==> config.mk <==
export PLATFORM = sky130hd
export DESIGN_NAME = snes_loader_top
export DESIGN_NICKNAME = d
export VERILOG_FILES = /design/src/hdl/snes_loader_pkg.sv /design/src/hdl/load_control.sv /design/src/hdl/rom_header_parser.sv /design/src/hdl/cheat_code_assembler.sv /design/src/hdl/wram_clear_engine.sv /design/src/hdl/backup_sequencer.sv /design/src/hdl/snes_loader_top.sv
export SDC_FILE = /design/constraint.sdc
export NUM_CORES = 1
export LEC_CHECK = 0
export ABC_AREA = 1
export ABC_CLOCK_PERIOD_IN_PS = 3900
export BUFFER_PORTS_ARGS = -buffer_cell sky130_fd_sc_hd__buf_2
export CORE_AREA = 2 2 168 137
export DETAILED_ROUTE_END_ITERATION = 8
export DIE_AREA = 0 0 170 139
export GPL_ROUTABILITY_DRIVEN = 0
export PLACE_DENSITY = 0.8
export SLEW_MARGIN = 10
export SYNTH_ARGS = -nofsm -noshare
export SYNTH_HDL_FRONTEND = slang
export SYNTH_HIERARCHICAL = 1
export SYNTH_SLANG_ARGS = --single-unit
==> constraint.sdc <==
create_clock -name clk_sys -period 3.9 [get_ports clk_sys]
set_input_delay 1.17 -clock clk_sys [delete_from_list [all_inputs] [get_ports clk_sys]]
set_output_delay 1.17 -clock clk_sys [all_outputs]
set_load 0.1 [all_outputs]
==> src/hdl/snes_loader_pkg.sv <==
// Cartridge loader shared definitions
package snes_loader_pkg;

	// ==============================
	// Widths
	// ==============================
	localparam int IOCTL_ADDR_W = 25;
	localparam int IOCTL_DATA_W = 16;
	localparam int MASK_W       = 24;
	localparam int LBA_W        = 32;

	// Download index codes
	localparam logic [5:0] IDX_CART  = 6'd0;
	localparam logic [7:0] IDX_CHEAT = 8'hFF;

	// ==============================
	// Header locations
	// ==============================
	localparam logic [IOCTL_ADDR_W-1:0] HEADER_SKIP  = 25'h000200;
	localparam logic [IOCTL_ADDR_W-1:0] LOROM_INFO   = 25'h007FD6;
	localparam logic [IOCTL_ADDR_W-1:0] HIROM_INFO   = 25'h00FFD6;
	localparam logic [IOCTL_ADDR_W-1:0] EXHIROM_INFO = 25'h40FFD6;

	// Menu header-mode codes
	localparam logic [2:0] HDR_AUTO    = 3'd0;
	localparam logic [2:0] HDR_NONE    = 3'd1;
	localparam logic [2:0] HDR_LOROM   = 3'd2;
	localparam logic [2:0] HDR_HIROM   = 3'd3;
	localparam logic [2:0] HDR_EXHIROM = 3'd4;

	// Cheat code, written as halfwords and read as fields
	typedef union packed {
		logic [7:0][15:0] half;
		struct packed {
			logic [31:0] flags;
			logic [31:0] address;
			logic [31:0] compare;
			logic [31:0] replace;
		} fields;
	} cheat_code_u;

endpackage

==> src/hdl/load_control.sv <==
// Download decode and load control
`timescale 1ns/1ps

module load_control (
	input  logic                               clk_sys,
	input  logic                               reset,
	input  logic                               ioctl_download,
	input  logic [7:0]                         ioctl_index,
	input  logic                               img_mounted,
	input  logic                               img_readonly,
	input  logic [63:0]                        img_size,
	input  logic [snes_loader_pkg::MASK_W-1:0] ram_mask,
	input  logic                               clearing,
	input  logic                               bk_loading,
	output logic                               cart_dl,
	output logic                               cheat_dl,
	output logic                               clear_start,
	output logic                               autoload_start,
	output logic                               bk_enable,
	output logic                               system_reset
);

	logic old_cart_dl;

	// Index decode
	assign cart_dl  = ioctl_download && (ioctl_index[5:0] == snes_loader_pkg::IDX_CART);
	assign cheat_dl = ioctl_download && (ioctl_index == snes_loader_pkg::IDX_CHEAT);

	// ==============================
	// Download edges
	// ==============================
	assign clear_start = cart_dl && !old_cart_dl;

	// Backup image is pulled in once the cartridge is fully loaded
	assign autoload_start = old_cart_dl && !cart_dl && (|img_size) && bk_enable;

	always_ff @(posedge clk_sys) begin
		if (reset) begin
			old_cart_dl <= 1'b0;
			bk_enable   <= 1'b0;
		end else begin
			old_cart_dl <= cart_dl;
			if (clear_start) begin
				bk_enable <= 1'b0;
			end
			// Save file is mounted before the download ends
			if (cart_dl && img_mounted && !img_readonly) begin
				bk_enable <= |ram_mask;
			end
		end
	end

	// Machine held in reset while any loader action runs
	always_ff @(posedge clk_sys) begin
		system_reset <= reset || cart_dl || clearing || bk_loading;
	end

endmodule

==> src/hdl/rom_header_parser.sv <==
// ROM header detection
`timescale 1ns/1ps

module rom_header_parser (
	input  logic                                     clk_sys,
	input  logic                                     reset,
	input  logic                                     cart_dl,
	input  logic [snes_loader_pkg::IOCTL_ADDR_W-1:0] ioctl_addr,
	input  logic [snes_loader_pkg::IOCTL_DATA_W-1:0] ioctl_dout,
	input  logic                                     ioctl_wr,
	input  logic [2:0]                               header_mode,
	input  logic [1:0]                               region_override,
	output logic [7:0]                               rom_type,
	output logic [snes_loader_pkg::MASK_W-1:0]       rom_mask,
	output logic [snes_loader_pkg::MASK_W-1:0]       ram_mask,
	output logic                                     pal
);

	logic [3:0]                               rom_size;
	logic [3:0]                               ram_size;
	logic [3:0]                               rom_size_nxt;
	logic [3:0]                               ram_size_nxt;
	logic                                     header_region;
	logic                                     sized_mode;
	logic [snes_loader_pkg::IOCTL_ADDR_W-1:0] info_addr;
	logic [snes_loader_pkg::IOCTL_ADDR_W-1:0] rom_size_addr;
	logic [snes_loader_pkg::IOCTL_ADDR_W-1:0] ram_size_addr;

	function automatic logic [snes_loader_pkg::MASK_W-1:0] size_to_mask(input logic [3:0] size);
		size_to_mask = (snes_loader_pkg::MASK_W'(1024) << size) - 1'b1;
	endfunction

	// Info block location for the forced mapper modes
	always_comb begin
		sized_mode = 1'b1;
		case (header_mode)
			snes_loader_pkg::HDR_LOROM:   info_addr = snes_loader_pkg::LOROM_INFO;
			snes_loader_pkg::HDR_HIROM:   info_addr = snes_loader_pkg::HIROM_INFO;
			snes_loader_pkg::HDR_EXHIROM: info_addr = snes_loader_pkg::EXHIROM_INFO;
			default: begin
				info_addr  = '0;
				sized_mode = 1'b0;
			end
		endcase
	end

	assign rom_size_addr = info_addr + snes_loader_pkg::HEADER_SKIP;
	assign ram_size_addr = info_addr + snes_loader_pkg::HEADER_SKIP + 2'd2;

	// ==============================
	// Size capture
	// ==============================
	always_comb begin
		rom_size_nxt = rom_size;
		ram_size_nxt = ram_size;
		if (ioctl_addr == '0) begin
			rom_size_nxt = 4'hC;
			ram_size_nxt = 4'h0;
			// Auto mode takes both sizes from the first byte
			if (header_mode == snes_loader_pkg::HDR_AUTO && ioctl_dout[7:0] != 8'h00) begin
				{ram_size_nxt, rom_size_nxt} = ioctl_dout[7:0];
			end
		end
		if (sized_mode && ioctl_addr == rom_size_addr) begin
			rom_size_nxt = ioctl_dout[11:8];
		end
		if (sized_mode && ioctl_addr == ram_size_addr) begin
			ram_size_nxt = ioctl_dout[3:0];
		end
	end

	always_ff @(posedge clk_sys) begin
		if (reset) begin
			rom_size      <= 4'hC;
			ram_size      <= 4'h0;
			rom_type      <= 8'h00;
			rom_mask      <= '0;
			ram_mask      <= '0;
			header_region <= 1'b0;
			pal           <= 1'b0;
		end else if (cart_dl) begin
			if (ioctl_wr) begin
				rom_size <= rom_size_nxt;
				ram_size <= ram_size_nxt;
				rom_mask <= size_to_mask(rom_size_nxt);
				ram_mask <= (ram_size_nxt != 4'h0) ? size_to_mask(ram_size_nxt) : '0;
				if (ioctl_addr == '0) begin
					case (header_mode)
						snes_loader_pkg::HDR_NONE:    rom_type <= 8'd0;
						snes_loader_pkg::HDR_LOROM:   rom_type <= 8'd0;
						snes_loader_pkg::HDR_HIROM:   rom_type <= 8'd1;
						snes_loader_pkg::HDR_EXHIROM: rom_type <= 8'd2;
						default:                      rom_type <= ioctl_dout[15:8];
					endcase
				end
				if (ioctl_addr == 2) begin
					header_region <= ioctl_dout[8];
				end
			end
		end else begin
			// Override bit 1 selects PAL when forced
			pal <= (region_override == 2'd0) ? header_region : region_override[1];
		end
	end

endmodule

==> src/hdl/cheat_code_assembler.sv <==
// Cheat code assembly
`timescale 1ns/1ps

module cheat_code_assembler (
	input  logic                                     clk_sys,
	input  logic                                     reset,
	input  logic                                     cheat_dl,
	input  logic                                     cart_dl,
	input  logic [snes_loader_pkg::IOCTL_ADDR_W-1:0] ioctl_addr,
	input  logic [snes_loader_pkg::IOCTL_DATA_W-1:0] ioctl_dout,
	input  logic                                     ioctl_wr,
	output snes_loader_pkg::cheat_code_u             cheat_code,
	output logic                                     cheat_strobe,
	output logic                                     cheat_reset
);

	logic       code_wr;
	logic [2:0] half_sel;

	assign code_wr = cheat_dl && ioctl_wr;

	// Low word of each field lands below its high word
	assign half_sel = {~ioctl_addr[3:2], ioctl_addr[1]};

	assign cheat_reset = (code_wr && ioctl_addr == '0) || cart_dl;

	always_ff @(posedge clk_sys) begin
		if (code_wr) begin
			cheat_code.half[half_sel] <= ioctl_dout;
		end
	end

	// Replace top word completes the code
	always_ff @(posedge clk_sys) begin
		if (reset) begin
			cheat_strobe <= 1'b0;
		end else begin
			cheat_strobe <= code_wr && (ioctl_addr[3:0] == 4'd14);
		end
	end

endmodule

==> src/hdl/wram_clear_engine.sv <==
// Work RAM power-on fill
`timescale 1ns/1ps

module wram_clear_engine #(
	parameter int WRAM_AW = 17
) (
	input  logic               clk_sys,
	input  logic               reset,
	input  logic               clear_start,
	input  logic [1:0]         wram_init_mode,
	output logic [WRAM_AW-1:0] wram_fill_addr,
	output logic [7:0]         wram_fill_data,
	output logic               wram_fill_wr,
	output logic               clearing
);

	// Pattern taps reach bit 9 even for small RAMs
	localparam int EXT_W = (WRAM_AW > 10) ? WRAM_AW : 10;

	logic [EXT_W-1:0] addr_ext;

	always_ff @(posedge clk_sys) begin
		if (reset) begin
			clearing       <= 1'b0;
			wram_fill_addr <= '0;
		end else if (clear_start) begin
			clearing       <= 1'b1;
			wram_fill_addr <= '0;
		end else if (clearing) begin
			wram_fill_addr <= wram_fill_addr + 1'b1;
			if (&wram_fill_addr) begin
				clearing <= 1'b0;
			end
		end
	end

	assign wram_fill_wr = clearing;
	assign addr_ext     = EXT_W'(wram_fill_addr);

	// Fill pattern by console revision
	always_comb begin
		case (wram_init_mode)
			2'd0:    wram_fill_data = (addr_ext[8] ^ addr_ext[2]) ? 8'h66 : 8'h99;
			2'd1:    wram_fill_data = (addr_ext[9] ^ addr_ext[0]) ? 8'hFF : 8'h00;
			2'd2:    wram_fill_data = 8'h55;
			default: wram_fill_data = 8'hFF;
		endcase
	end

endmodule

==> src/hdl/backup_sequencer.sv <==
// Backup RAM sector sequencer
`timescale 1ns/1ps

module backup_sequencer (
	input  logic                               clk_sys,
	input  logic                               reset,
	input  logic                               bk_enable,
	input  logic                               bk_load_req,
	input  logic                               bk_save_req,
	input  logic                               autoload_start,
	input  logic [snes_loader_pkg::MASK_W-1:0] ram_mask,
	input  logic                               sd_ack,
	output logic [snes_loader_pkg::LBA_W-1:0]  sd_lba,
	output logic                               sd_rd,
	output logic                               sd_wr,
	output logic                               bk_busy,
	output logic                               bk_loading
);

	logic                              load_req;
	logic                              save_req;
	logic                              old_load;
	logic                              old_save;
	logic                              old_ack;
	logic                              load_edge;
	logic                              save_edge;
	logic [snes_loader_pkg::LBA_W-1:0] last_lba;

	// Requests only count while a writable image is mounted
	assign load_req  = bk_load_req && bk_enable;
	assign save_req  = bk_save_req && bk_enable;
	assign load_edge = load_req && !old_load;
	assign save_edge = save_req && !old_save;

	// One sector is 512 bytes
	assign last_lba = snes_loader_pkg::LBA_W'(ram_mask[snes_loader_pkg::MASK_W-1:9]);

	// ==============================
	// Sector walk
	// ==============================
	always_ff @(posedge clk_sys) begin
		if (reset) begin
			old_load   <= 1'b0;
			old_save   <= 1'b0;
			old_ack    <= 1'b0;
			sd_lba     <= '0;
			sd_rd      <= 1'b0;
			sd_wr      <= 1'b0;
			bk_busy    <= 1'b0;
			bk_loading <= 1'b0;
		end else begin
			old_load <= load_req;
			old_save <= save_req;
			old_ack  <= sd_ack;

			// Host took the request
			if (sd_ack && !old_ack) begin
				sd_rd <= 1'b0;
				sd_wr <= 1'b0;
			end

			if (!bk_busy) begin
				if (autoload_start) begin
					bk_busy    <= 1'b1;
					bk_loading <= 1'b1;
					sd_lba     <= '0;
					sd_rd      <= 1'b1;
					sd_wr      <= 1'b0;
				end else if (load_edge || save_edge) begin
					bk_busy    <= 1'b1;
					bk_loading <= load_edge;
					sd_lba     <= '0;
					sd_rd      <= load_edge;
					sd_wr      <= !load_edge;
				end
			end else if (old_ack && !sd_ack) begin
				// Sector done, move on or stop
				if (sd_lba >= last_lba) begin
					bk_busy    <= 1'b0;
					bk_loading <= 1'b0;
				end else begin
					sd_lba <= sd_lba + 1'b1;
					sd_rd  <= bk_loading;
					sd_wr  <= !bk_loading;
				end
			end
		end
	end

endmodule

==> src/hdl/snes_loader_top.sv <==
// Cartridge loader top level
`timescale 1ns/1ps

module snes_loader_top #(
	parameter int WRAM_AW = 17
) (
	input  logic                                    clk_sys,
	input  logic                                    reset,
	input  logic                                    ioctl_download,
	input  logic [7:0]                              ioctl_index,
	input  logic [snes_loader_pkg::IOCTL_ADDR_W-1:0] ioctl_addr,
	input  logic [snes_loader_pkg::IOCTL_DATA_W-1:0] ioctl_dout,
	input  logic                                    ioctl_wr,
	input  logic [2:0]                              header_mode,
	input  logic [1:0]                              region_override,
	input  logic [1:0]                              wram_init_mode,
	input  logic                                    img_mounted,
	input  logic                                    img_readonly,
	input  logic [63:0]                             img_size,
	input  logic                                    bk_load_req,
	input  logic                                    bk_save_req,
	input  logic                                    sd_ack,
	output logic [7:0]                              rom_type,
	output logic [snes_loader_pkg::MASK_W-1:0]      rom_mask,
	output logic [snes_loader_pkg::MASK_W-1:0]      ram_mask,
	output logic                                    pal,
	output snes_loader_pkg::cheat_code_u            cheat_code,
	output logic                                    cheat_strobe,
	output logic                                    cheat_reset,
	output logic [WRAM_AW-1:0]                      wram_fill_addr,
	output logic [7:0]                              wram_fill_data,
	output logic                                    wram_fill_wr,
	output logic [snes_loader_pkg::LBA_W-1:0]       sd_lba,
	output logic                                    sd_rd,
	output logic                                    sd_wr,
	output logic                                    bk_busy,
	output logic                                    system_reset
);

	logic cart_dl;
	logic cheat_dl;
	logic clear_start;
	logic autoload_start;
	logic bk_enable;
	logic clearing;
	logic bk_loading;

	load_control u_load_control (
		.clk_sys        (clk_sys),
		.reset          (reset),
		.ioctl_download (ioctl_download),
		.ioctl_index    (ioctl_index),
		.img_mounted    (img_mounted),
		.img_readonly   (img_readonly),
		.img_size       (img_size),
		.ram_mask       (ram_mask),
		.clearing       (clearing),
		.bk_loading     (bk_loading),
		.cart_dl        (cart_dl),
		.cheat_dl       (cheat_dl),
		.clear_start    (clear_start),
		.autoload_start (autoload_start),
		.bk_enable      (bk_enable),
		.system_reset   (system_reset)
	);

	rom_header_parser u_rom_header_parser (
		.clk_sys         (clk_sys),
		.reset           (reset),
		.cart_dl         (cart_dl),
		.ioctl_addr      (ioctl_addr),
		.ioctl_dout      (ioctl_dout),
		.ioctl_wr        (ioctl_wr),
		.header_mode     (header_mode),
		.region_override (region_override),
		.rom_type        (rom_type),
		.rom_mask        (rom_mask),
		.ram_mask        (ram_mask),
		.pal             (pal)
	);

	cheat_code_assembler u_cheat_code_assembler (
		.clk_sys      (clk_sys),
		.reset        (reset),
		.cheat_dl     (cheat_dl),
		.cart_dl      (cart_dl),
		.ioctl_addr   (ioctl_addr),
		.ioctl_dout   (ioctl_dout),
		.ioctl_wr     (ioctl_wr),
		.cheat_code   (cheat_code),
		.cheat_strobe (cheat_strobe),
		.cheat_reset  (cheat_reset)
	);

	wram_clear_engine #(
		.WRAM_AW (WRAM_AW)
	) u_wram_clear_engine (
		.clk_sys        (clk_sys),
		.reset          (reset),
		.clear_start    (clear_start),
		.wram_init_mode (wram_init_mode),
		.wram_fill_addr (wram_fill_addr),
		.wram_fill_data (wram_fill_data),
		.wram_fill_wr   (wram_fill_wr),
		.clearing       (clearing)
	);

	backup_sequencer u_backup_sequencer (
		.clk_sys        (clk_sys),
		.reset          (reset),
		.bk_enable      (bk_enable),
		.bk_load_req    (bk_load_req),
		.bk_save_req    (bk_save_req),
		.autoload_start (autoload_start),
		.ram_mask       (ram_mask),
		.sd_ack         (sd_ack),
		.sd_lba         (sd_lba),
		.sd_rd          (sd_rd),
		.sd_wr          (sd_wr),
		.bk_busy        (bk_busy),
		.bk_loading     (bk_loading)
	);

endmodule

; Word-level counts from Yosys, hierarchy flattened
; Index checks and enable logic that the tools add are counted.
[totals]
ff_bits = 255
mem_count = 0
wordCells = 154
latchBits = 0
out_inout_bits = 249
ram_bits = 0
romBits = 0
[classes]
n_reduce_logical = 55
n_eq_ne = 14
n_mux = 49
magnitude_cmp = 3
n_shift = 2
bitwise_logic = 3
add_sub_neg = 6
div_mod_pow = 0
multipliers = 0
[op_table]
columns = op, count
row1 = 32-bit two-way mux, 5
row2 = 128-bit bitwise mux, 1
row3 = 23-bit case mux with 3 select lines, 1
row4 = 64-bit OR reduction, 1
row5 = 25-bit equality test, 2
row6 = 16-bit demux with 3-bit select, 1
row7 = 8-bit case mux with 3 select lines, 2
row8 = 11-bit by 4-bit left shift with 24-bit output (first input constant), 2
row9 = 24-bit by 1-bit subtractor with 24-bit output (second input constant), 2
row10 = 32-bit by 1-bit adder with 32-bit output (second input constant), 1
row11 = 32-bit by 15-bit >= comparator with 1-bit output, 1
row12 = 1-bit two-way mux, 29
row13 = 25-bit by 2-bit adder with 25-bit output (second input constant), 1
row14 = 25-bit by 2-bit equality test with 1-bit output (second input constant), 1
row15 = 25-bit zero test, 1
row16 = 23-bit by 10-bit adder with 24-bit output (second input constant), 1
row17 = 24-bit two-way mux, 1
row18 = 4-bit two-way mux, 6
row19 = 24-bit OR reduction, 1
row20 = 1-bit logical AND, 21
row21 = 17-bit by 1-bit adder with 17-bit output (second input constant), 1
row22 = 17-bit AND reduction, 1
row23 = 16-bit two-way mux, 1
row24 = 8-bit two-way mux, 2
row25 = 25 further kinds, 46

; Longest topological paths before layout
; Gate-level depths: netlist (run 1).
[depth]
word_depth = 10
ltp_mapped = 20
mapped_depth_nobuf = 19

; Cells and area by module
; The synthesis (run 1) kept the hierarchy.
[modules_own_cells]
columns = module, cells_each, instances, area_each_um2
row1 = cheat_code_assembler, 191, 1, 4120.2
row2 = rom_header_parser, 457, 1, 2947.8
row3 = backup_sequencer, 344, 1, 2449.8
row4 = wram_clear_engine, 154, 1, 1024.7
row5 = load_control, 116, 1, 518.0

; Worst setup path after synthesis (run 1)
; No wires, ideal clock.
[synth_path]
path_kind = in2out
start = in wram_init_mode[1]
end = out wram_fill_data[4]
slack_ps = 78
t_required_ps = 2730
arrival_ps = 2652
stages = 6
cell_sequence = a21oi_1 o211ai_1 o21ai_0 inv_1 nand2_1 buf_4
[synth_between]
elab_chain_cells = 2
word_cells_on_any_way = 4
classes_between = eq/ne: 2 / mux: 1 / reduce/logical: 1
[synth_rtl]
columns = item, line
row1 = start: declaration, snes_loader_top.sv:16  ; input logic [1:0] wram_init_mode,
row2 = "2-bit equality test, or another cell as far along", wram_clear_engine.sv:42  ; case (wram_init_mode)
row3 = 8-bit case mux with 3 select lines (*), wram_clear_engine.sv:42
row4 = end: declaration, snes_loader_top.sv:31  ; output logic [7:0] wram_fill_data,
; Every way passes the cells marked *; elsewhere a longest branch is shown, timed or not.

; Worst setup path after layout (run 1)
[layout_path]
start = in ioctl_index[3]
end = out cheat_reset
[layout_between]
elab_chain_cells = 5
word_cells_on_any_way = 7
classes_between = eq/ne: 1 / reduce/logical: 6
[layout_rtl]
columns = item, line
row1 = start: declaration, snes_loader_top.sv:10  ; input logic [7:0] ioctl_index,
row2 = 8-bit equality test, load_control.sv:27  ; assign cheat_dl = ioctl_download && (ioctl_index == snes_loader_pkg::IDX_CHEAT);
row3 = 1-bit logical AND, load_control.sv:27
row4 = named net cheat_dl, snes_loader_top.sv:41  ; logic cheat_dl;
row5 = 1-bit logical AND, cheat_code_assembler.sv:20  ; assign code_wr = cheat_dl && ioctl_wr;
row6 = 1-bit logical AND, cheat_code_assembler.sv:25  ; assign cheat_reset = (code_wr && ioctl_addr == '0) || cart_dl;
row7 = 1-bit logical OR, cheat_code_assembler.sv:25
row8 = end: declaration, snes_loader_top.sv:29  ; output logic cheat_reset,
; The timed path passes the listed nets, and every way through them passes these cells.

==> summary.md, run 1 <==
| Metric | Value |
|---|---|
| Pint | `4.086 mW` |
| Post-Synthesis Cells | `1,262` |
| Clk Tree Root Cell | `clkbuf_16` |
| Slowest library cell on the worst path | `nor4_1` |
| Asr flop ratio synth | `0` |
| Hold WS | `0.4520 ns` |
| Placed inst area | `13,090 sq um` |
| Sum Neg Setup Slack | `0 ns` |
| Layout Cells excl Fill | `1,933` |
| All-Layer GR Usage | `0.2439` |
| Die Span Y | `139 um` |
| Dominant cells by area after synthesis | `edfxtp_1 (35%), dfxtp_1 (20%), nand2_1 (9.1%)` |
| # resized after CTS | `0` |
| Biggest area consumer among synthesized cells | `edfxtp_1` |
| Post-DRT Antenna Nets | `0` |
| Total Wirelength | `29,930 um` |
| Hold path endpoint | `u_backup_sequencer/sd_lba[26]$_SDFFE_PP0P_` |
| Post-Syn Area | `11,060 sq um` |
| FF-to-FF path depth | `15` |
| Worst path most repeated cell | `nand2_1` |
| CTS Hold Buffers Added | `0` |
| RSZ-0062 raised after global routing | `no` |
| Max stage delay on crit path | `0.26 ns` |
| Final Hold Viols | `0` |
| Global-route wire length before repair | `46,290 um` |
| Setup WS post-layout | `0.3683 ns` |
| Clk pwr share | `0.447` |
| Core Footprint | `22,070 sq um` |
| Storage cell area | `6026 sq um` |
| Clk Latency, worst-skew pair | `0.51 ns` |
| DRT iter0 DRCs | `696` |
| Comb pwr share | `0.053` |
| Register area share after synthesis | `0.5448` |
| Clock Pin Slew Worst Setup and Hold Paths | `0.06 ns` |
| Worst Tran Pin Value | `0.7555 ns` |
| IR drop worst, VDD | `276.0 uV` |
| Synth cell count leaders | `nand2_1 (269), nor2_1 (225), edfxtp_1 (128), inv_1 (124), dfxtp_1 (109)` |
| CP Launch Type | `input port` |
| Synth top area share | `0.3475` |
| Area of the multi-input gates | `4120 sq um` |
| Reg2Reg Setup Slack | `1.48 ns` |
| WP data arrival | `2.36 ns` |
| Ys flop type | `edfxtp_1` |
| Num ports | `378` |
| Ant diodes | `0` |
| Final core utilization | `0.6297` |
| Critical path class | `in2out` |
| Fin Clk Skew | `0.02098 ns` |
| Pwr per Cell Area | `377.8 nW/um^2` |
| Crit. End Element | `primary output` |
| Final net count | `1,784` |
| Placed insts | `1,888` |
| Critical path buffer and inverter count | `2` |
| Synth Net Count | `1,411` |
| Top-count cell post-synth | `nand2_1` |
| I/O Buffers | `377` |
| Worst hold path type | `reg2reg` |
| H-tree depth | `1` |
| CP required | `2.73 ns` |
| Slew HR | `0.4964` |
| Yosys warns | `6` |
| Vias in the first global route | `8,848` |
| Final period utilization | `0.9056` |
| DRC viols | `0` |
| HPWL after DPL | `22,410 um` |
| DR vias/cell | `5.069` |
| Post-route cell area | `13,900 sq um` |
| Initial antenna violation count | `1` |
| Hold Path Stages | `2` |
| Worst Path Max Fanout | `2` |
| Outcome | `complete, no violations` |
| CTS tree | `done` |
| Layout area overhead | `25.66%` |
| Share of power burned in registers | `0.501` |
| #FFs+latches synth | `237` |
| CTS sink cnt | `237` |
| Hold path startpoint | `u_backup_sequencer/sd_lba[26]$_SDFFE_PP0P_` |
| Drt pass-1 iters | `5` |
| R2R Path End | `u_backup_sequencer/sd_lba[20]$_SDFFE_PP0P_` |
| Min Tclk post-route | `3.532 ns` |
| Vias | `9,799` |
| Delay-heaviest family, CP | `simple AND/OR/NAND/NOR gates` |
| Gr ovfl total | `0` |
| Pwr Total | `5.251 mW` |
| Worst R2R Start | `u_rom_header_parser/ram_mask[9]$_SDFFE_PP0P_` |
| Largest net degree at the start of global routing | `37` |
| Post-CTS setup buffer count | `0` |
| Drt wl/cell | `15.48 um` |
| Critical-path cell list | `buf_2 > nand3_1 > nor4_1 > nand2_1 > nor2_2 > nand2_1 > nor2_1 > nand2_1 > nand2_1 > buf_12` |
| Syn_area_per_cell | `8.764 sq um` |
| Clock buffer depth | `3` |
| Synth unique cells | `49` |
| Endpoints failing setup | `0` |
| Initial Util | `0.5011` |
| Fillcell total | `1,898` |
| Leakage | `6.245 nW` |
| Die X | `170 um` |
| Pre-CTS setup slack | `0.2807 ns` |
| Switch Pwr | `1.165 mW` |
| Die Area | `23,630 sq um` |
| F_max | `0.2832 GHz` |
| Row count | `49` |
| Num CTS Buffers | `25` |
| Max Cap Violations | `0` |
| Sw Share | `0.2218` |
| Slew Viols, Final | `0` |
| Post-synth EDFFs | `128` |
| Layout cell share with drive strength beyond 1 | `0.3255` |
cell usage in the layout (no fill, tap or decap), drive strengths merged:
master    count
clkinv       14
ha           20
a221oi        1
xor2         11
dfxtp       109
or2           2
a211oi        1
edfxtp      128
nor3b         1
o22ai         1
a22oi         1
o21ai        31
nand4        15
xnor2         5
a21oi        75
buf         395
clkbuf       27
a21boi        1
bufinv        3
clkinvlp      5
nand3        94
a21o          1
and2          2
a31oi         4
nor2        247
o211ai        3
nor4          3
nand2       296
nor3         14
inv         143
power groups by stage:
stage	Clock, mW	Combinational [mW]	Sequential [mW]
2_1_floorplan	0	0.132	2.70
3_3_place_gp	0	0.268	2.68
3_5_place_dp	0	0.273	2.68
4_1_cts	2.38	0.274	2.63
5_1_grt	2.48	0.299	2.63
6_report	2.34	0.276	2.63
tightest hold or removal path: cells and delay by family, from the launching register on:
family	cells	cell delay (ns)
simple gates	2	0.09
flops	1	0.32
kinds of logic after synthesis:
| logic type | synth area share |
|---|---|
| buf+inv | 0.08269 |
| flops | 0.5448 |
| simple gates | 0.2761 |
| xor+xnor | 0.01267 |
| compound gates | 0.06109 |
| fa+ha+maj | 0.02262 |
area by class of cell:
type,instances,share of cell area
multi-input cells,829,0.2965
well taps,280,0.02521
inverters,147,0.03979
clock buffers,27,0.04555
repair buffers,395,0.1466
flip-flops and latches,237,0.4336
clock inverters,18,0.01287
worst max-delay path by stage:
stage | cells after the start | to | slack (ns) | start
finish | 10 | cheat_reset | 0.37 | ioctl_index[3]
global route | 10 | cheat_reset | 0.20 | ioctl_index[3]
CTS | 10 | cheat_reset | 0.35 | ioctl_index[3]
detailed placement | 20 | u_rom_header_parser/ram_mask[16]$_SDFFE_PP0P_ | 0.28 | ioctl_addr[9]
global placement | 18 | u_rom_header_parser/rom_mask[14]$_SDFFE_PP0P_ | 0.42 | ioctl_addr[9]
floorplan | 6 | wram_fill_data[4] | 0.08 | wram_init_mode[1]
routing by layer:
metal	wire length [um]	vias up	global-route usage	part of all wire
met3	2034	54	0.04024	0.068
met2	14080	416	0.4004	0.47
met1	13220	4506	0.3411	0.44
li1	-	4821	-	-
met4	585	2	0.05443	0.020
met5	11	-	0	0.00037
flip-flops by register name (all words and copies together) (netlist names), 4 cells and up:
name	count
u_rom_header_parser/rom_size	4
u_cheat_code_assembler/cheat_code	128
u_backup_sequencer/sd_lba	32
u_wram_clear_engine/wram_fill_addr	17
u_rom_header_parser/rom_mask	15
u_rom_header_parser/ram_size	4
u_rom_header_parser/ram_mask	15
u_rom_header_parser/rom_type	8
(Power assumes the default switching activity.)
==> inputs of run 2 (changes only) <==
--- a/config.mk
+++ b/config.mk
@@ -5,12 +5,11 @@
 export SDC_FILE = /design/constraint.sdc
 export NUM_CORES = 1
 export LEC_CHECK = 0
-export ABC_AREA = 1
 export ABC_CLOCK_PERIOD_IN_PS = 3900
 export BUFFER_PORTS_ARGS = -buffer_cell sky130_fd_sc_hd__buf_2
-export CORE_AREA = 2 2 168 137
+export CORE_AREA = 2 2 163 133
 export DETAILED_ROUTE_END_ITERATION = 8
-export DIE_AREA = 0 0 170 139
+export DIE_AREA = 0 0 165 135
 export GPL_ROUTABILITY_DRIVEN = 0
 export PLACE_DENSITY = 0.8
 export SLEW_MARGIN = 10
==> run 2 against run 1 <==
Net effect: total power rose by 1.3%; worst hold slack improved by 0.0028 ns; register-to-register slack got worse by 0.96 ns; critical path type is now in2reg; largest power group unchanged; highest routed layer is now met4.
==> summary.md, run 2 <==
| Metric | Value |
|---|---|
| Largest register FFs | `128 (unchanged)` |
| CTS tree | `done` |
| #FFs+latches synth | `237 (unchanged)` |
| Pwr Total | `5.320 mW (+1.3%)` |
| Crit path from | `ioctl_addr[21]` |
| Multiplexer share of the synthesized area | `0.03753 (+0.03753)` |
| Syn_area_per_cell | `11.41 sq um (+30%)` |
| Most frequent cells in the layout | `buf_2 (376), edfxtp_1 (128), dfxtp_1 (106)` |
| Clk Tree Root Cell | `clkbuf_16` |
| Worst R2R Start | `u_rom_header_parser/ram_mask[9]$_SDFFE_PP0P_` |
| Slew HR | `0.3722 (-0.1242)` |
| All-Layer GR Usage | `0.2581 (+0.01419)` |
| CP Launch Type | `input port` |
| Post-synth EDFFs | `128 (unchanged)` |
| Max Cap Violations | `0 (unchanged)` |
| Initial Util | `0.4970 (-0.004091)` |
| Vias in the first global route | `8,036 (-9.2%)` |
| Synth top area share | `0.3768 (+0.02928)` |
| Final period utilization | `0.9501 (+0.04452)` |
| Reg2Reg Setup Slack | `0.52 ns (-0.96 ns)` |
| Pwr per Cell Area | `388.8 nW/um^2 (+2.9%)` |
| Clock Pin Slew Worst Setup and Hold Paths | `0.06 ns (about the same)` |
| Layout cell share with drive strength beyond 1 | `0.4137 (+0.08822)` |
| Drt wl/cell | `18.86 um (+22%)` |
| F_max | `0.2699 GHz (-4.7%)` |
| CP required | `4.32 ns (+1.59 ns)` |
| Die Span Y | `135 um (-2.9%)` |
| Die X | `165 um (-2.9%)` |
| Final net count | `1,475 (-17%)` |
| Post-Synthesis Cells | `894 (-29%)` |
| Total Wirelength | `30,450 um (+1.7%)` |
| Post-Synth Adder-Cell Area | `0.02453 (+0.001906)` |
| IR drop worst, VDD | `295.6 uV (+7.1%)` |
| Synth cell count leaders | `edfxtp_1 (128), dfxtp_1 (109), nor2_1 (76), nand2_1 (73), a21oi_1 (51)` |
| CTS Hold Buffers Added | `0 (unchanged)` |
| Biggest area consumer among synthesized cells | `edfxtp_1` |
| HPWL after DPL | `22,830 um (+1.9%)` |
| Synth Area in Simple Gates | `0.1927 (-0.08344)` |
| Worst Path Max Fanout | `7 (+5)` |
| Fillcell total | `1,580 (-17%)` |
| Hold Path Stages | `2 (unchanged)` |
| Yosys warns | `6 (unchanged)` |
| Vias | `8,883 (-9.3%)` |
| DRC viols | `0 (unchanged)` |
| Xor/xnor share of the synthesized area | `0.008586 (-0.004084)` |
| Leakage | `5.709 nW (-8.6%)` |
| I/O Buffers | `377 (unchanged)` |
| Critical path class | `in2reg` |
| Die Area | `22,280 sq um (-5.7%)` |
| Outcome | `complete, no violations` |
| CP Capture Point | `u_rom_header_parser/rom_mask[12]$_SDFFE_PP0P_` |
| Clk Latency, worst-skew pair | `0.51 ns (about the same)` |
| Largest family of logic cells by synthesized area | `simple AND/OR/NAND/NOR gates` |
| Dominant cells by area after synthesis | `edfxtp_1 (38%), dfxtp_1 (21%), nor4_1 (3.1%)` |
| CTS sink cnt | `237 (unchanged)` |
| H-tree depth | `1 (unchanged)` |
| # resized after CTS | `0 (unchanged)` |
| Post-Syn Area | `10,200 sq um (-7.8%)` |
| Post-DRT Antenna Nets | `0 (unchanged)` |
| Crit. End Element | `register` |
| Register area share after synthesis | `0.5907 (+0.04591)` |
| DR vias/cell | `5.504 (+8.6%)` |
| Endpoints failing setup | `0 (unchanged)` |
| Gr ovfl total | `0 (unchanged)` |
| Post-CTS setup buffer count | `0 (unchanged)` |
| R2R Path End | `u_backup_sequencer/sd_lba[10]$_SDFFE_PP0P_` |
| Layout area overhead | `34.16%` |
| FF-to-FF path depth | `7 (-8)` |
| Worst hold path type | `reg2reg` |
| Sum Neg Setup Slack | `0 ns (unchanged)` |
| DRT iter0 DRCs | `887 (+27%)` |
| WP data arrival | `4.12 ns (+1.76 ns)` |
| Clock buffer depth | `3 (unchanged)` |
| Synth Area in Compound Gates | `0.1025 (+0.04145)` |
| Initial antenna violation count | `1 (unchanged)` |
| Ys flop type | `edfxtp_1` |
| Fin Clk Skew | `0.006907 ns (-0.01408 ns)` |
| Global-route wire length before repair | `44,710 um (-3.4%)` |
| Asr flop ratio synth | `0 (unchanged)` |
| Top-count cell post-synth | `edfxtp_1` |
| RSZ-0062 raised after global routing | `no` |
| Synth unique cells | `80 (+63%)` |
| Commonest non-fill, non-tap cell in the layout | `buf_2` |
| Largest net degree at the start of global routing | `53 (+43%)` |
| Core Footprint | `20,520 sq um (-7.0%)` |
| Min Tclk post-route | `3.705 ns (+0.1736 ns)` |
| Drt pass-1 iters | `5 (unchanged)` |
| Row count | `47 (-4.1%)` |
| Synth Net Count | `1,043 (-26%)` |
| Slew Viols, Final | `0 (unchanged)` |
| Num CTS Buffers | `24 (-4.0%)` |
| Num ports | `378 (unchanged)` |
| Final Hold Viols | `0 (unchanged)` |
| Worst Tran Pin Value | `0.9417 ns (+0.1863 ns)` |
run 2: worst max-delay path: stages:
cell and delay [ns]:
buf_2 0.11, nor4_2 0.33, nand2_1 0.20, a2111oi_2 0.33
nand4b_1 0.15, buf_4 0.19, mux2_2 0.31, nor3_4 0.21
nand2_1 0.09, ha_1 0.28, or4_1 0.55, a31oi_1 0.20
run 2: area by class of cell:
class / count / area (sq um) / share of cell area
antenna: 1 / 2.502 / 0.0001828
clock inverter: 15 / 177.7 / 0.01298
timing repair buffer: 457 / 2502 / 0.1828
sequential: 237 / 6030 / 0.4406
multi-input combinational: 572 / 3857 / 0.2819
inverter: 34 / 127.6 / 0.009325
clock buffer: 29 / 651.9 / 0.04763
tap: 269 / 336.6 / 0.02459
run 2: through the flow:
step,instances,setup slack (ns),hold WS [ns],area (sq um),utilization
final,1614,0.1947,0.4548,13690,0.6668
after CTS,1613,0.1891,0.4560,13680,0.6667
after global placement,1569,-0.1321,0.4363,12850,0.6263
after detailed placement,1569,-0.2220,0.4448,12850,0.6263
after global routing,1614,0.03556,0.4694,13690,0.6668
after floorplan,894,0.0009455,0.4313,10330,-
run 2: layer usage:
metal,global-route usage,up-vias,share of wire
met5,0,-,0
met4,0.06908,0,0.023
met3,0.03747,47,0.073
met2,0.4060,416,0.46
met1,0.3758,4228,0.44
li1,-,4192,-
run 2: worst min path at each step:
stage	from	end	slack, ns
after floorplan	u_rom_header_parser/rom_size[2]$_SDFFE_PP1P_	u_rom_header_parser/rom_size[2]$_SDFFE_PP1P_	0.43
after global placement	u_rom_header_parser/rom_type[6]$_SDFFE_PP0P_	u_rom_header_parser/rom_type[6]$_SDFFE_PP0P_	0.44
after detailed placement	u_rom_header_parser/rom_type[4]$_SDFFE_PP0P_	u_rom_header_parser/rom_type[4]$_SDFFE_PP0P_	0.44
after CTS	u_rom_header_parser/rom_type[4]$_SDFFE_PP0P_	u_rom_header_parser/rom_type[4]$_SDFFE_PP0P_	0.46
after global routing	u_rom_header_parser/rom_mask[21]$_SDFFE_PP0P_	u_rom_header_parser/rom_mask[21]$_SDFFE_PP0P_	0.47
final	u_rom_header_parser/rom_mask[21]$_SDFFE_PP0P_	u_rom_header_parser/rom_mask[21]$_SDFFE_PP0P_	0.45
run 2: kinds of logic (layout without fill, tap and decap cells):
family / count (synthesis) / in the layout
simple gates: 355 / 355
flops: 237 / 237
compound gates: 156 / 156
buf+inv: 85 / 535
mux: 31 / 31
fa+ha+maj: 20 / 20
xor+xnor: 10 / 10
other cells: 0 / 1
run 2: report_power, final:
part / internal [mW] / total [mW] / switching, mW
Sequential: 2.63 / 2.63 / 0.00231
Clock: 1.46 / 2.41 / 0.954
Combinational: 0.0925 / 0.278 / 0.186
Total: 4.18 / 5.32 / 1.14
